**src/design/cpuPkg.sv**
```systemverilog
package cpuPkg;

	localparam int dataWidth = 8;
	localparam int addrWidth = 8;

	typedef logic [dataWidth-1:0] dataT;
	typedef logic [addrWidth-1:0] addrT;

	// instruction set, one byte per opcode
	typedef enum logic [7:0] {
		ENDOP   = 8'h00,
		RSTALL  = 8'h01,
		RSTAC   = 8'h02,
		RSTADDR = 8'h03,
		INCAC   = 8'h04,
		INCADDR = 8'h05,
		INCSTP  = 8'h06,
		LDADDR  = 8'h07,
		LDAC    = 8'h08,
		ADD     = 8'h09,
		MADDR   = 8'h0A,
		MSTP    = 8'h0B,
		MSTPAC  = 8'h0C,
		STAC    = 8'h0D,
		JMPZ    = 8'h0E
	} opcodeT;

	// micro-steps of the sequencer
	typedef enum logic [3:0] {
		stFetch,
		stFetchWr,
		stExec,
		stLdAddrReq,
		stLdAddrWr,
		stLdAcReq,
		stLdAcWr,
		stStAcReq,
		stJmpReq,
		stJmpWr,
		stHalt
	} stateT;

	// one enable bit per named register
	typedef struct packed {
		logic pc;
		logic ir;
		logic ac;
		logic addr;
		logic stp;
	} regMaskT;

	typedef enum logic [1:0] {
		busAc,
		busStp,
		busMem,
		busAdd
	} busSelT;

	typedef enum logic [1:0] {
		addrPc,
		addrAddr,
		addrStp
	} addrSelT;

	typedef struct packed {
		logic valid;
		logic write;
		addrSelT addrSel;
		logic wdataFromAc;
	} memReqT;

	typedef struct packed {
		busSelT busSel;
		addrSelT addrSel;
		regMaskT wrtEn;
		regMaskT incEn;
		regMaskT rstEn;
	} ctrlWordT;

endpackage

```
**src/design/busMaster.sv**
```systemverilog
`timescale 1ns/1ps

module busMaster import cpuPkg::*; (
	input logic clk,
	input logic rstN,
	input memReqT req,
	input addrT memAddr,
	input dataT storeData,
	output logic done,
	output dataT readData,
	output addrT wbAdr,
	output dataT wbDatOut,
	input dataT wbDatIn,
	output logic wbWe,
	output logic wbCyc,
	output logic wbStb,
	input logic wbAck
);

	logic busy;
	logic start;
	logic ackSeen;

	// no new cycle while one runs or while done is still up
	assign start = req.valid && !busy && !done;
	assign ackSeen = busy && wbAck;

	assign wbCyc = busy;
	assign wbStb = busy;

	always_ff @(posedge clk) begin
		if (!rstN) begin
			busy <= 1'b0;
			wbWe <= 1'b0;
			done <= 1'b0;
		end else begin
			done <= ackSeen;
			if (start) begin
				busy <= 1'b1;
				wbWe <= req.write;
			end else if (ackSeen) begin
				busy <= 1'b0;
				wbWe <= 1'b0;
			end
		end
	end

	// address and write data held until ack
	always_ff @(posedge clk) begin
		if (start) begin
			wbAdr <= memAddr;
			wbDatOut <= req.wdataFromAc ? storeData : '0;
		end
		if (ackSeen && !wbWe) begin
			readData <= wbDatIn;
		end
	end

endmodule

```
**src/design/controlSequencer.sv**
```systemverilog
`timescale 1ns/1ps

module controlSequencer import cpuPkg::*; (
	input logic clk,
	input logic rstN,
	input opcodeT opcode,
	input logic zero,
	input logic done,
	output ctrlWordT ctrl,
	output memReqT req,
	output logic halted
);

	stateT state;
	stateT nextState;

	function automatic memReqT readReq(addrSelT sel);
		memReqT r;
		r = '0;
		r.valid = 1'b1;
		r.addrSel = sel;
		return r;
	endfunction

	function automatic memReqT writeReq(addrSelT sel);
		memReqT r;
		r = '0;
		r.valid = 1'b1;
		r.write = 1'b1;
		r.addrSel = sel;
		r.wdataFromAc = 1'b1;
		return r;
	endfunction

	always_ff @(posedge clk) begin
		if (!rstN) begin
			state <= stFetch;
		end else begin
			state <= nextState;
		end
	end

	assign halted = (state == stHalt);

	always_comb begin
		nextState = state;
		ctrl = '0;
		req = '0;
		case (state)
			stFetch: begin
				req = readReq(addrPc);
				if (done) begin
					nextState = stFetchWr;
				end
			end
			stFetchWr: begin
				ctrl.busSel = busMem;
				ctrl.wrtEn.ir = 1'b1;
				ctrl.incEn.pc = 1'b1;
				nextState = stExec;
			end
			stExec: begin
				// unknown opcodes fall back to fetch
				nextState = stFetch;
				case (opcode)
					ENDOP: nextState = stHalt;
					RSTALL: begin
						ctrl.rstEn.ac = 1'b1;
						ctrl.rstEn.addr = 1'b1;
						ctrl.rstEn.stp = 1'b1;
					end
					RSTAC: ctrl.rstEn.ac = 1'b1;
					RSTADDR: ctrl.rstEn.addr = 1'b1;
					INCAC: ctrl.incEn.ac = 1'b1;
					INCADDR: ctrl.incEn.addr = 1'b1;
					INCSTP: ctrl.incEn.stp = 1'b1;
					ADD: begin
						ctrl.busSel = busAdd;
						ctrl.wrtEn.ac = 1'b1;
					end
					MADDR: begin
						ctrl.busSel = busAc;
						ctrl.wrtEn.addr = 1'b1;
					end
					MSTP: begin
						ctrl.busSel = busAc;
						ctrl.wrtEn.stp = 1'b1;
					end
					MSTPAC: begin
						ctrl.busSel = busStp;
						ctrl.wrtEn.ac = 1'b1;
					end
					LDADDR: begin
						req = readReq(addrPc);
						nextState = stLdAddrReq;
					end
					LDAC: begin
						req = readReq(addrAddr);
						nextState = stLdAcReq;
					end
					STAC: begin
						req = writeReq(addrStp);
						nextState = stStAcReq;
					end
					JMPZ: begin
						if (zero) begin
							req = readReq(addrPc);
							nextState = stJmpReq;
						end else begin
							// skip the target byte
							ctrl.incEn.pc = 1'b1;
						end
					end
					default: ;
				endcase
			end
			stLdAddrReq: begin
				req = readReq(addrPc);
				if (done) begin
					nextState = stLdAddrWr;
				end
			end
			stLdAddrWr: begin
				ctrl.busSel = busMem;
				ctrl.wrtEn.addr = 1'b1;
				ctrl.incEn.pc = 1'b1;
				nextState = stFetch;
			end
			stLdAcReq: begin
				req = readReq(addrAddr);
				if (done) begin
					nextState = stLdAcWr;
				end
			end
			stLdAcWr: begin
				ctrl.busSel = busMem;
				ctrl.wrtEn.ac = 1'b1;
				nextState = stFetch;
			end
			stStAcReq: begin
				req = writeReq(addrStp);
				if (done) begin
					nextState = stFetch;
				end
			end
			stJmpReq: begin
				req = readReq(addrPc);
				if (done) begin
					nextState = stJmpWr;
				end
			end
			stJmpWr: begin
				ctrl.busSel = busMem;
				ctrl.wrtEn.pc = 1'b1;
				nextState = stFetch;
			end
			stHalt: ;
			default: nextState = stFetch;
		endcase
		// address mux follows the request
		ctrl.addrSel = req.addrSel;
	end

endmodule

```
**src/design/cpuTop.sv**
```systemverilog
`timescale 1ns/1ps

module cpuTop import cpuPkg::*; (
	input logic clk,
	input logic rstN,
	output addrT wbAdr,
	output dataT wbDatOut,
	input dataT wbDatIn,
	output logic wbWe,
	output logic wbCyc,
	output logic wbStb,
	input logic wbAck,
	output logic halted
);

	ctrlWordT ctrl;
	memReqT req;
	opcodeT opcode;
	logic zero;
	logic done;
	dataT readData;
	addrT memAddr;
	dataT storeData;

	controlSequencer uSeq (
		.clk(clk),
		.rstN(rstN),
		.opcode(opcode),
		.zero(zero),
		.done(done),
		.ctrl(ctrl),
		.req(req),
		.halted(halted)
	);

	datapath uDp (
		.clk(clk),
		.rstN(rstN),
		.ctrl(ctrl),
		.readData(readData),
		.memAddr(memAddr),
		.storeData(storeData),
		.opcode(opcode),
		.zero(zero)
	);

	// fetch and data traffic share one master
	busMaster uBus (
		.clk(clk),
		.rstN(rstN),
		.req(req),
		.memAddr(memAddr),
		.storeData(storeData),
		.done(done),
		.readData(readData),
		.wbAdr(wbAdr),
		.wbDatOut(wbDatOut),
		.wbDatIn(wbDatIn),
		.wbWe(wbWe),
		.wbCyc(wbCyc),
		.wbStb(wbStb),
		.wbAck(wbAck)
	);

endmodule

```
**src/design/datapath.sv**
```systemverilog
`timescale 1ns/1ps

module datapath import cpuPkg::*; (
	input logic clk,
	input logic rstN,
	input ctrlWordT ctrl,
	input dataT readData,
	output addrT memAddr,
	output dataT storeData,
	output opcodeT opcode,
	output logic zero
);

	dataT pc;
	dataT ir;
	dataT ac;
	dataT addr;
	dataT stp;
	dataT busVal;
	dataT sum;

	// reset beats write, write beats increment
	function automatic dataT nextVal(
		dataT cur,
		dataT bus,
		logic rst,
		logic wrt,
		logic inc
	);
		if (rst) begin
			return '0;
		end else if (wrt) begin
			return bus;
		end else if (inc) begin
			return cur + 1'b1;
		end
		return cur;
	endfunction

	assign sum = ac + addr;

	always_comb begin
		case (ctrl.busSel)
			busAc: busVal = ac;
			busStp: busVal = stp;
			busMem: busVal = readData;
			default: busVal = sum;
		endcase
	end

	always_comb begin
		case (ctrl.addrSel)
			addrAddr: memAddr = addr;
			addrStp: memAddr = stp;
			default: memAddr = pc;
		endcase
	end

	always_ff @(posedge clk) begin
		if (!rstN) begin
			pc <= '0;
			ir <= '0;
			ac <= '0;
			addr <= '0;
			stp <= '0;
		end else begin
			pc <= nextVal(pc, busVal, ctrl.rstEn.pc, ctrl.wrtEn.pc, ctrl.incEn.pc);
			ir <= nextVal(ir, busVal, ctrl.rstEn.ir, ctrl.wrtEn.ir, ctrl.incEn.ir);
			ac <= nextVal(ac, busVal, ctrl.rstEn.ac, ctrl.wrtEn.ac, ctrl.incEn.ac);
			addr <= nextVal(addr, busVal, ctrl.rstEn.addr, ctrl.wrtEn.addr,
				ctrl.incEn.addr);
			stp <= nextVal(stp, busVal, ctrl.rstEn.stp, ctrl.wrtEn.stp, ctrl.incEn.stp);
		end
	end

	assign storeData = ac;
	assign opcode = opcodeT'(ir);
	assign zero = (ac == '0);

endmodule

```
**config.mk**
```make
export PLATFORM = sky130hd
export DESIGN_NAME = cpuTop
export DESIGN_NICKNAME = d
export VERILOG_FILES = /design/src/design/cpuPkg.sv /design/src/design/busMaster.sv /design/src/design/controlSequencer.sv /design/src/design/cpuTop.sv /design/src/design/datapath.sv
export SDC_FILE = /design/constraint.sdc
export NUM_CORES = 1
export LEC_CHECK = 0
export BUFFER_PORTS_ARGS = -buffer_cell sky130_fd_sc_hd__buf_2
export CORE_MARGIN = 2
export CORE_UTILIZATION = 50
export CTS_BUF_LIST = sky130_fd_sc_hd__clkbuf_8
export CTS_CLUSTER_DIAMETER = 40
export DETAILED_ROUTE_END_ITERATION = 6
export PLACE_DENSITY = 0.71
export SYNTH_ARGS = -nofsm -noshare
export SYNTH_HDL_FRONTEND = slang
export SYNTH_SLANG_ARGS = --single-unit
```
**constraint.sdc**
```tcl
create_clock -name clk -period 3.7 [get_ports clk]
set_clock_uncertainty 0.1 [all_clocks]
set_input_delay 1.11 -clock clk [delete_from_list [all_inputs] [get_ports clk]]
set_output_delay 1.11 -clock clk [all_outputs]
set_load 0.01 [all_outputs]
```
==> results of run 1 <==
## report_power, final
part           internal [µW]  switching, µW
clock                    411            299
combinational           37.8           72.8
sequential               839           13.4
total                   1290            385
## sequential cells by signal (all words and copies together) (netlist names)
signal	flops
uBus.wbAdr	8
uDp.addr	8
uDp.stp	8
uDp.opcode	8
uBus.wbWe	1
uBus.readData	8
uDp.pc	8
uBus.wbDatOut	8
uDp.storeData	8
uBus.wbCyc	1
uSeq.state	4
uBus.done	1
## cells by family (layout without fill, tap and decap cells)
group / after synthesis / in the layout / synth area share
AND/OR/NAND/NOR: 189 / 189 / 0.2270
multiplexers: 7 / 7 / 0.01740
adder cells (fa/ha/maj): 15 / 15 / 0.04523
XOR/XNOR: 14 / 14 / 0.03160
buffers and inverters: 43 / 71 / 0.04465
flip-flops: 71 / 71 / 0.3850
AO/OA/AOI/OAI: 156 / 156 / 0.2491
## layout by cell type, fill, tap and decap left out, types with 8 or more instances in the layout
| cell | instances |
|---|---|
| nand2_1 | 47 |
| dfxtp_1 | 47 |
| nor2_1 | 46 |
| o21ai_0 | 33 |
| buf_2 | 30 |
| a21oi_1 | 27 |
| edfxtp_1 | 24 |
| inv_1 | 17 |
| nor3_1 | 15 |
| nand3_1 | 14 |
| ha_1 | 14 |
| and3_1 | 13 |
| clkbuf_8 | 11 |
| a22oi_1 | 10 |
| buf_4 | 10 |
| a211oi_1 | 9 |
| o221ai_1 | 8 |
| o22ai_1 | 8 |
| and2_1 | 8 |
## metal layers
metal / GRT usage / routed length, µm
met5: 0 / 0
met4: 0.1268 / 467
met1: 0.3610 / 5329
met3: 0.05636 / 1145
met2: 0.3910 / 5430
## critical path: cells and delay by family, from the launching register on
family                 cells  cell delay [ns]
AO/OA/AOI/OAI              3             0.94
buffers and inverters      1             0.22
AND/OR/NAND/NOR            3             1.02
flip-flops                 1             0.55
## per-stage QoR
stage / cells / power [µW] / area (µm²) / setup WS [ns]
global route: 628 / 1724 / 4760 / 0.5295
finish: 628 / 1673 / 4760 / 0.7398
global placement: 612 / 976.9 / 4536 / 0.8356
detailed placement: 612 / 979.7 / 4536 / 0.8081
CTS: 628 / 1674 / 4760 / 0.7838
floorplan: 495 / 935.2 / 4315 / 0.9234
## final cells by class
class | instances | area, µm²
fill | 755 | 3540
multi-input combinational | 381 | 2461
sequential | 71 | 1662
timing repair buffer | 40 | 225.2
clock inverter | 5 | 72.57
inverter | 15 | 56.30
clock buffer | 11 | 151.4
tap | 105 | 131.4
## worst paths after layout
check | to | slack, ns
worst min register to register | uDp.opcode[5]$_SDFFE_PN0P_ | 0.41
worst max-delay path | uDp.addr[2]$_SDFFE_PN0P_ | 0.74
worst max register to register | uDp.addr[2]$_SDFFE_PN0P_ | 0.74
worst min-delay path | uDp.opcode[5]$_SDFFE_PN0P_ | 0.41
==> flow_summary.json, run 1 <==
{
  "die_w_um": 96.90,
  "slowest_stage": "or4b_4",
  "grt-ovfl-total": 0,
  "critPathRequiredTime_ns": 3.82,
  "vias": 4134,
  "cts_buffer_depth": 2,
  "final_antenna_net_count": 0,
  "synth_top_area_cell": "dfxtp_1",
  "maxSlewHeadroom": 0.2731,
  "finalCritPeriodShare": 0.8001,
  "final_util": 0.5735,
  "grt_pass1_vias": 3753,
  "io_buffers": 30,
  "synth-edff-count": 24,
  "cts_resized": 0,
  "synthTopCellsByCount": "47 x dfxtp_1, 47 x nand2_1, 46 x nor2_1, 33 x o21ai_0, 27 x a21oi_1",
  "hold_path_startpoint": "uDp.opcode[5]$_SDFFE_PN0P_",
  "hp-class": "reg -> reg",
  "worstMarginPinSlew_ns": 1.081,
  "power_density_nw_per_um2": 351.4,
  "critPathLaunch": "uSeq.state[1]$_SDFFE_PN0P_",
  "post_cts_buffers": 0,
  "wirelength_um": 12370,
  "start_kind": "register",
  "worst-setup-path-type": "reg -> reg",
  "drt_pass1_iterations": 5,
  "fin_nets": 544,
  "maxCapViolCount": 0,
  "dp_hpwl_um": 8877,
  "die_h_um": 96.90,
  "placementRows": 33,
  "drc": 0,
  "fmax_ghz": 0.3378,
  "min_delay_path_depth": 2,
  "avgSynthCellArea_um2": 8.718,
  "synth_seq_cells": 71,
  "critPathCaptureType": "register",
  "syn_inst": 495,
  "cts_tree": "done",
  "cts_buffers": 9,
  "whs_ns": 0.4074,
  "final.setup.tns_ns": 0,
  "synth_ff_type": "dfxtp_1",
  "drt_iter0_markers": 449,
  "drv_slew": 0,
  "drive_gt1_frac": 0.1338,
  "ys_types": 69,
  "ioPinCount": 31,
  "die_area_um2": 9390,
  "cts.clk_slew.worst_paths_ns": 0.08,
  "antenna_found_initial": 0,
  "cts.htree.levels": 3,
  "initial_core_util": 0.5200,
  "finalWeightedCongestion": 0.9489,
  "hold_viol_final": 0,
  "syn_area_um2": 4315,
  "setup_violations": 0,
  "synthArstFlopShare": 0,
  "ir_drop_mv": 0.1673,
  "grt_max_degree": 22,
  "cts_root_buf": "clkbuf_8",
  "core_area_um2": 8299,
  "path_cells": "or4b_4 -> nor4_4 -> buf_4 -> nor2_1 -> a21o_1 -> o21ai_0 -> o221ai_1",
  "rsz0062_at_grt": "false",
  "r2r_cells": 7,
  "vias_per_cell": 6.583,
  "max_stage_delay_ns": 0.61,
  "status": "complete, no violations",
  "cp.arrival_ns": 3.08,
  "fin_crit_ns": 2.960,
  "worstReg2RegStart": "uSeq.state[1]$_SDFFE_PN0P_",
  "cts.hold.buffers_added": 0,
  "grt_pass1_wl_um": 19660,
  "insertion_delay_ns": 0.35,
  "critPathMaxFanout": 12,
  "synth_area_leaders": "dfxtp_1 22%, edfxtp_1 17%, nand2_1 4.1%, ha_1 4.1%, nor2_1 4.0%",
  "avgRoutedWirePerCell_um": 19.70,
  "yosys_warnings": 0,
  "power.leakage_uw": 0.001788,
  "synthDominantCellAreaShare": 0.2180,
  "antenna_cells": 0,
  "grt.total_usage": 0.2622,
  "synth_nets": 521,
  "ys_seq_area_frac": 0.3850,
  "area_growth_pct": 10.29,
  "cts.sinks": 71
}
Power figures use the tool's default switching activity.
==> run 2: changes to the inputs <==
--- a/config.mk
+++ b/config.mk
@@ -11,7 +11,7 @@
 export CTS_BUF_LIST = sky130_fd_sc_hd__clkbuf_8
 export CTS_CLUSTER_DIAMETER = 40
 export DETAILED_ROUTE_END_ITERATION = 6
-export PLACE_DENSITY = 0.71
+export PLACE_DENSITY = 0.74
 export SYNTH_ARGS = -nofsm -noshare
 export SYNTH_HDL_FRONTEND = slang
 export SYNTH_SLANG_ARGS = --single-unit
==> constraint.sdc (replaced) <==
create_clock -name clk -period 2.7 [get_ports clk]
set_clock_uncertainty 0.1 [all_clocks]
set_input_delay 0.81 -clock clk [delete_from_list [all_inputs] [get_ports clk]]
set_output_delay 0.81 -clock clk [all_outputs]
set_load 0.01 [all_outputs]
==> flow_summary.json, run 2 (synthesis results as in run 1) <==
{
  "ir_drop_mv": 0.2523,
  "reg2reg_to": "uDp.storeData[3]$_SDFFE_PN0P_",
  "grt_pass1_wl_um": 20870,
  "drv_slew": 0,
  "finalCritPeriodShare": 0.9536,
  "avgRoutedWirePerCell_um": 19.80,
  "vias": 4215,
  "critPathCaptureType": "register",
  "cts_buffers": 9,
  "core_area_um2": 8299,
  "vias_per_cell": 6.465,
  "grt_pass1_vias": 4018,
  "placementRows": 33,
  "cts_buffer_depth": 2,
  "max_stage_delay_ns": 0.65,
  "power_density_nw_per_um2": 480.0,
  "r2r_cells": 6,
  "die_w_um": 96.90,
  "cts.hold.buffers_added": 0,
  "design_area_um2": 4986,
  "antenna_found_initial": 0,
  "fin_nets": 568,
  "grt-ovfl-total": 0,
  "worst-setup-path-type": "reg -> reg",
  "post_cts_buffers": 0,
  "placed_cells": 636,
  "hold_end": "uBus.wbWe$_SDFFE_PN0P_",
  "setup_violations": 0,
  "cp.arrival_ns": 2.71,
  "slowest_stage": "or4b_4",
  "final_util": 0.6008,
  "worstReg2RegStart": "uSeq.state[0]$_SDFFE_PN0P_",
  "maxCapViolCount": 0,
  "drt_pass1_iterations": 6,
  "drc": 0,
  "critPathRequiredTime_ns": 2.84,
  "crit_family": "simple AND/OR/NAND/NOR gates",
  "path_cells": "or4b_4 -> or4_1 -> o2111ai_1 -> nor2_1 -> o21ai_0 -> o221ai_1",
  "die_area_um2": 9390,
  "critPathMaxFanout": 11,
  "grt.total_usage": 0.2770,
  "die_h_um": 96.90,
  "drt_iter0_markers": 300,
  "hp-class": "reg -> reg",
  "wirelength_um": 12910,
  "io_buffers": 30,
  "crit_buf_inv": 0,
  "hold_viol_final": 0,
  "final_antenna_net_count": 0,
  "cts_root_buf": "clkbuf_8",
  "fin_crit_ns": 2.575,
  "min_delay_path_depth": 2,
  "start_kind": "register",
  "dp_hpwl_um": 9454,
  "finalWeightedCongestion": 0.9471,
  "cts.clk_slew.worst_paths_ns": 0.09,
  "insertion_delay_ns": 0.36,
  "hold_path_startpoint": "uBus.wbWe$_SDFFE_PN0P_",
  "status": "complete, no violations",
  "post_dp_cell_area_um2": 4728,
  "fmax_ghz": 0.3884,
  "maxSlewHeadroom": 0.4709,
  "cts_tree": "done",
  "final.setup.tns_ns": 0,
  "cts.sinks": 71,
  "initial_core_util": 0.5200,
  "antenna_cells": 0,
  "worstMarginPinSlew_ns": 0.7907,
  "power.leakage_uw": 0.001911,
  "fin_cells": 652,
  "grt_max_degree": 22,
  "area_growth_pct": 15.54,
  "drive_gt1_frac": 0.1828,
  "layout_common_cells": "47 x nand2_1, 47 x dfxtp_1, 45 x nor2_1",
  "ioPinCount": 31,
  "cts.htree.levels": 3,
  "reg2reg_slack_ns": 0.13
}
run 2: cell types whose count changed in the layout (fill, tap and decap cells not counted), moves of 2 or more:
cell      delta
clkinv_4     +3
inv_1        -2
buf_4       +23
clkbuf_8     -2
run 2: what timing repair did:
action | CTS | global route
pin swaps | 0 | 1
resized for setup | 1 | 3
endpoints found under the setup margin | 1 | 17
run 2: cell type report:
class / instances / area (µm²)
Fill cell: 730 / 3313
Tap cell: 105 / 131.4
Inverter: 15 / 56.30
Clock inverter: 7 / 121.4
Sequential cell: 71 / 1662
Clock buffer: 9 / 123.9
Timing Repair Buffer: 64 / 417.9
Multi-Input combinational cell: 381 / 2474
run 2: power breakdown:
part	switching [µW]	internal, µW
combinational	107	67.9
sequential	15.7	1150
clock	438	617
run 2: worst max path at each step:
stage                                     to  slack [ns]  depth (start not counted)                       start
6_report       uDp.storeData[3]$_SDFFE_PN0P_        0.13                          6  uSeq.state[0]$_SDFFE_PN0P_
5_1_grt        uDp.storeData[2]$_SDFFE_PN0P_     -0.0009                          7  uDp.opcode[4]$_SDFFE_PN0P_
4_1_cts        uDp.storeData[3]$_SDFFE_PN0P_        0.13                          7  uDp.opcode[4]$_SDFFE_PN0P_
3_5_place_dp          uDp.pc[7]$_SDFFE_PN0P_       -0.05                          7  uDp.opcode[4]$_SDFFE_PN0P_
3_3_place_gp          uDp.pc[7]$_SDFFE_PN0P_        0.02                          7  uDp.opcode[4]$_SDFFE_PN0P_
2_1_floorplan        uBus.wbAdr[4]$_DFFE_PP_        0.01                         10  uDp.opcode[1]$_SDFFE_PN0P_
run 2: tightest hold or removal path, cell delays in order (launching register included):
cell and delay [ns]:
dfxtp_1 0.32, nand3_1 0.06, mux2i_1 0.06
run 2: stage by stage:
step	worst slack (ns)	hold WS, ns	power, µW
after CTS	0.1281	0.3985	2401
final	0.1253	0.3967	2393
after global placement	0.01579	0.3756	1356
after detailed placement	-0.04963	0.3810	1362
after floorplan	0.009627	0.3637	1282
after global routing	-0.0008955	0.4351	2464
run 2: layer usage:
layer,track usage,wire length (µm),vias up
li1,-,-,1956
met1,0.3681,5452,2005
met2,0.4391,5958,215
met3,0.05130,1093,39
met4,0.1246,404,0
met5,0,0,-
==> run 3: changes to the inputs <==
--- a/config.mk
+++ b/config.mk
@@ -12,6 +12,7 @@
 export CTS_CLUSTER_DIAMETER = 40
 export DETAILED_ROUTE_END_ITERATION = 6
 export PLACE_DENSITY = 0.74
+export RECOVER_POWER = 25
 export SYNTH_ARGS = -nofsm -noshare
 export SYNTH_HDL_FRONTEND = slang
 export SYNTH_SLANG_ARGS = --single-unit
==> flow_summary.json, run 3 (synthesis results as in run 1) <==
{
  "die_area_um2": 9390,
  "cts_tree": "done",
  "critPathCaptureType": "register",
  "grt_pass1_vias": 4018,
  "power.leakage_uw": 0.001862,
  "drt_pass1_iterations": 7,
  "post-place-ws_ns": -0.04963,
  "path_cells": "or4b_4 -> or4_1 -> o2111ai_1 -> nor2_1 -> o21ai_0 -> o221ai_1",
  "die_w_um": 96.90,
  "maxCapViolCount": 0,
  "antenna_cells": 0,
  "ioPinCount": 31,
  "setup_ws_ns": 0.1192,
  "dp_hpwl_um": 9454,
  "area_growth_pct": 15.02,
  "grt_pass1_wl_um": 20870,
  "avgRoutedWirePerCell_um": 19.74,
  "placementRows": 33,
  "post_dp_cell_area_um2": 4728,
  "setup_violations": 0,
  "grt_max_degree": 22,
  "finalCritPeriodShare": 0.9559,
  "final.setup.tns_ns": 0,
  "cts.sinks": 71,
  "antenna_found_initial": 0,
  "drive_gt1_frac": 0.1572,
  "initial_core_util": 0.5200,
  "io_buffers": 30,
  "cts_root_buf": "clkbuf_8",
  "hold_viol_final": 0,
  "grt-ovfl-total": 0,
  "worst-setup-path-type": "reg -> reg",
  "r2r_cells": 6,
  "power_density_nw_per_um2": 479.2,
  "min_delay_path_depth": 2,
  "maxSlewHeadroom": 0.4727,
  "finalWeightedCongestion": 0.9471,
  "wirelength_um": 12870,
  "multi_input_area_um2": 2474,
  "start_kind": "register",
  "grt.total_usage": 0.2770,
  "fin_crit_ns": 2.581,
  "n_fill_cell": 737,
  "layout_common_cells": "47 x nand2_1, 47 x dfxtp_1, 45 x nor2_1",
  "status": "complete, no violations",
  "die_h_um": 96.90,
  "design_area_um2": 4964,
  "whs_ns": 0.3981,
  "drc": 0,
  "cts_buffers": 9,
  "ir_drop_mv": 0.2522,
  "drv_slew": 0,
  "regArea_um2": 1662,
  "hp-class": "reg -> reg",
  "cts_buffer_depth": 2,
  "cts.htree.levels": 3,
  "cp.arrival_ns": 2.72,
  "core_area_um2": 8299,
  "final_antenna_net_count": 0,
  "insertion_delay_ns": 0.36,
  "placed_cells": 636,
  "fmax_ghz": 0.3875,
  "cts.clk_slew.worst_paths_ns": 0.08,
  "critPathMaxFanout": 11,
  "max_stage_delay_ns": 0.64,
  "drt_iter0_markers": 305,
  "vias_per_cell": 6.503,
  "critPathRequiredTime_ns": 2.83,
  "worstMarginPinSlew_ns": 0.7902,
  "fin_cells": 652,
  "vias": 4240,
  "slowest_stage": "or4b_4",
  "fin_nets": 568
}
run 3: cell count changes in the layout (fill, tap and decap cells not counted), sizes merged:
cell | before | now
buf | 64 | 50
clkbuf | 9 | 23
run 3: area by class of cell:
| cell class | instances | share of cell area |
|---|---|---|
| inverter | 15 | 0.01134 |
| clock buffer | 9 | 0.02496 |
| timing repair buffer | 64 | 0.07966 |
| multi-input combinational | 381 | 0.4984 |
| clock inverter | 7 | 0.02445 |
| tap | 105 | 0.02647 |
| sequential | 71 | 0.3348 |
run 3: timing repair:
action                     CTS  global route
setup endpoints to repair    1            17
resized for setup            1             3
cloned                       0             0
buffers inserted             0             0
pin swaps                    0             1
hold buffers                 0             0
run 3: final timing paths:
check                             start  slack [ns]                             to
max          uSeq.state[0]$_SDFFE_PN0P_        0.12  uDp.storeData[3]$_SDFFE_PN0P_
min              uBus.wbWe$_SDFFE_PN0P_        0.40         uBus.wbWe$_SDFFE_PN0P_
max reg2reg  uSeq.state[0]$_SDFFE_PN0P_        0.12  uDp.storeData[3]$_SDFFE_PN0P_
min reg2reg      uBus.wbWe$_SDFFE_PN0P_        0.40         uBus.wbWe$_SDFFE_PN0P_
run 3: stage by stage:
stage / total power [µW] / utilization
5_1_grt: 2458 / 0.5981
3_5_place_dp: 1362 / 0.5697
3_3_place_gp: 1356 / 0.5697
6_report: 2379 / 0.5981
4_1_cts: 2401 / 0.5997
2_1_floorplan: 1282 / -
run 3: per-layer routing:
metal,wire length (µm),vias to the layer above,global-route usage
met3,1263,48,0.05130
met4,475,0,0.1246
met1,5271,1978,0.3681
met2,5862,252,0.4391
met5,0,-,0
li1,-,1962,-
run 3: report_power, final:
part | switching (µW) | internal (µW) | total (µW) | leakage [µW]
logic | 106 | 61.4 | 168 | 0.00112
clock network | 430 | 616 | 1050 | 0.000123
registers | 16.1 | 1150 | 1160 | 0.000622
run 3: worst max-delay path, delay by kind of cell, from the launching register on:
kind	cells	cell delay [ns]
simple gates	3	1.32
flops	1	0.31
compound gates	3	0.73
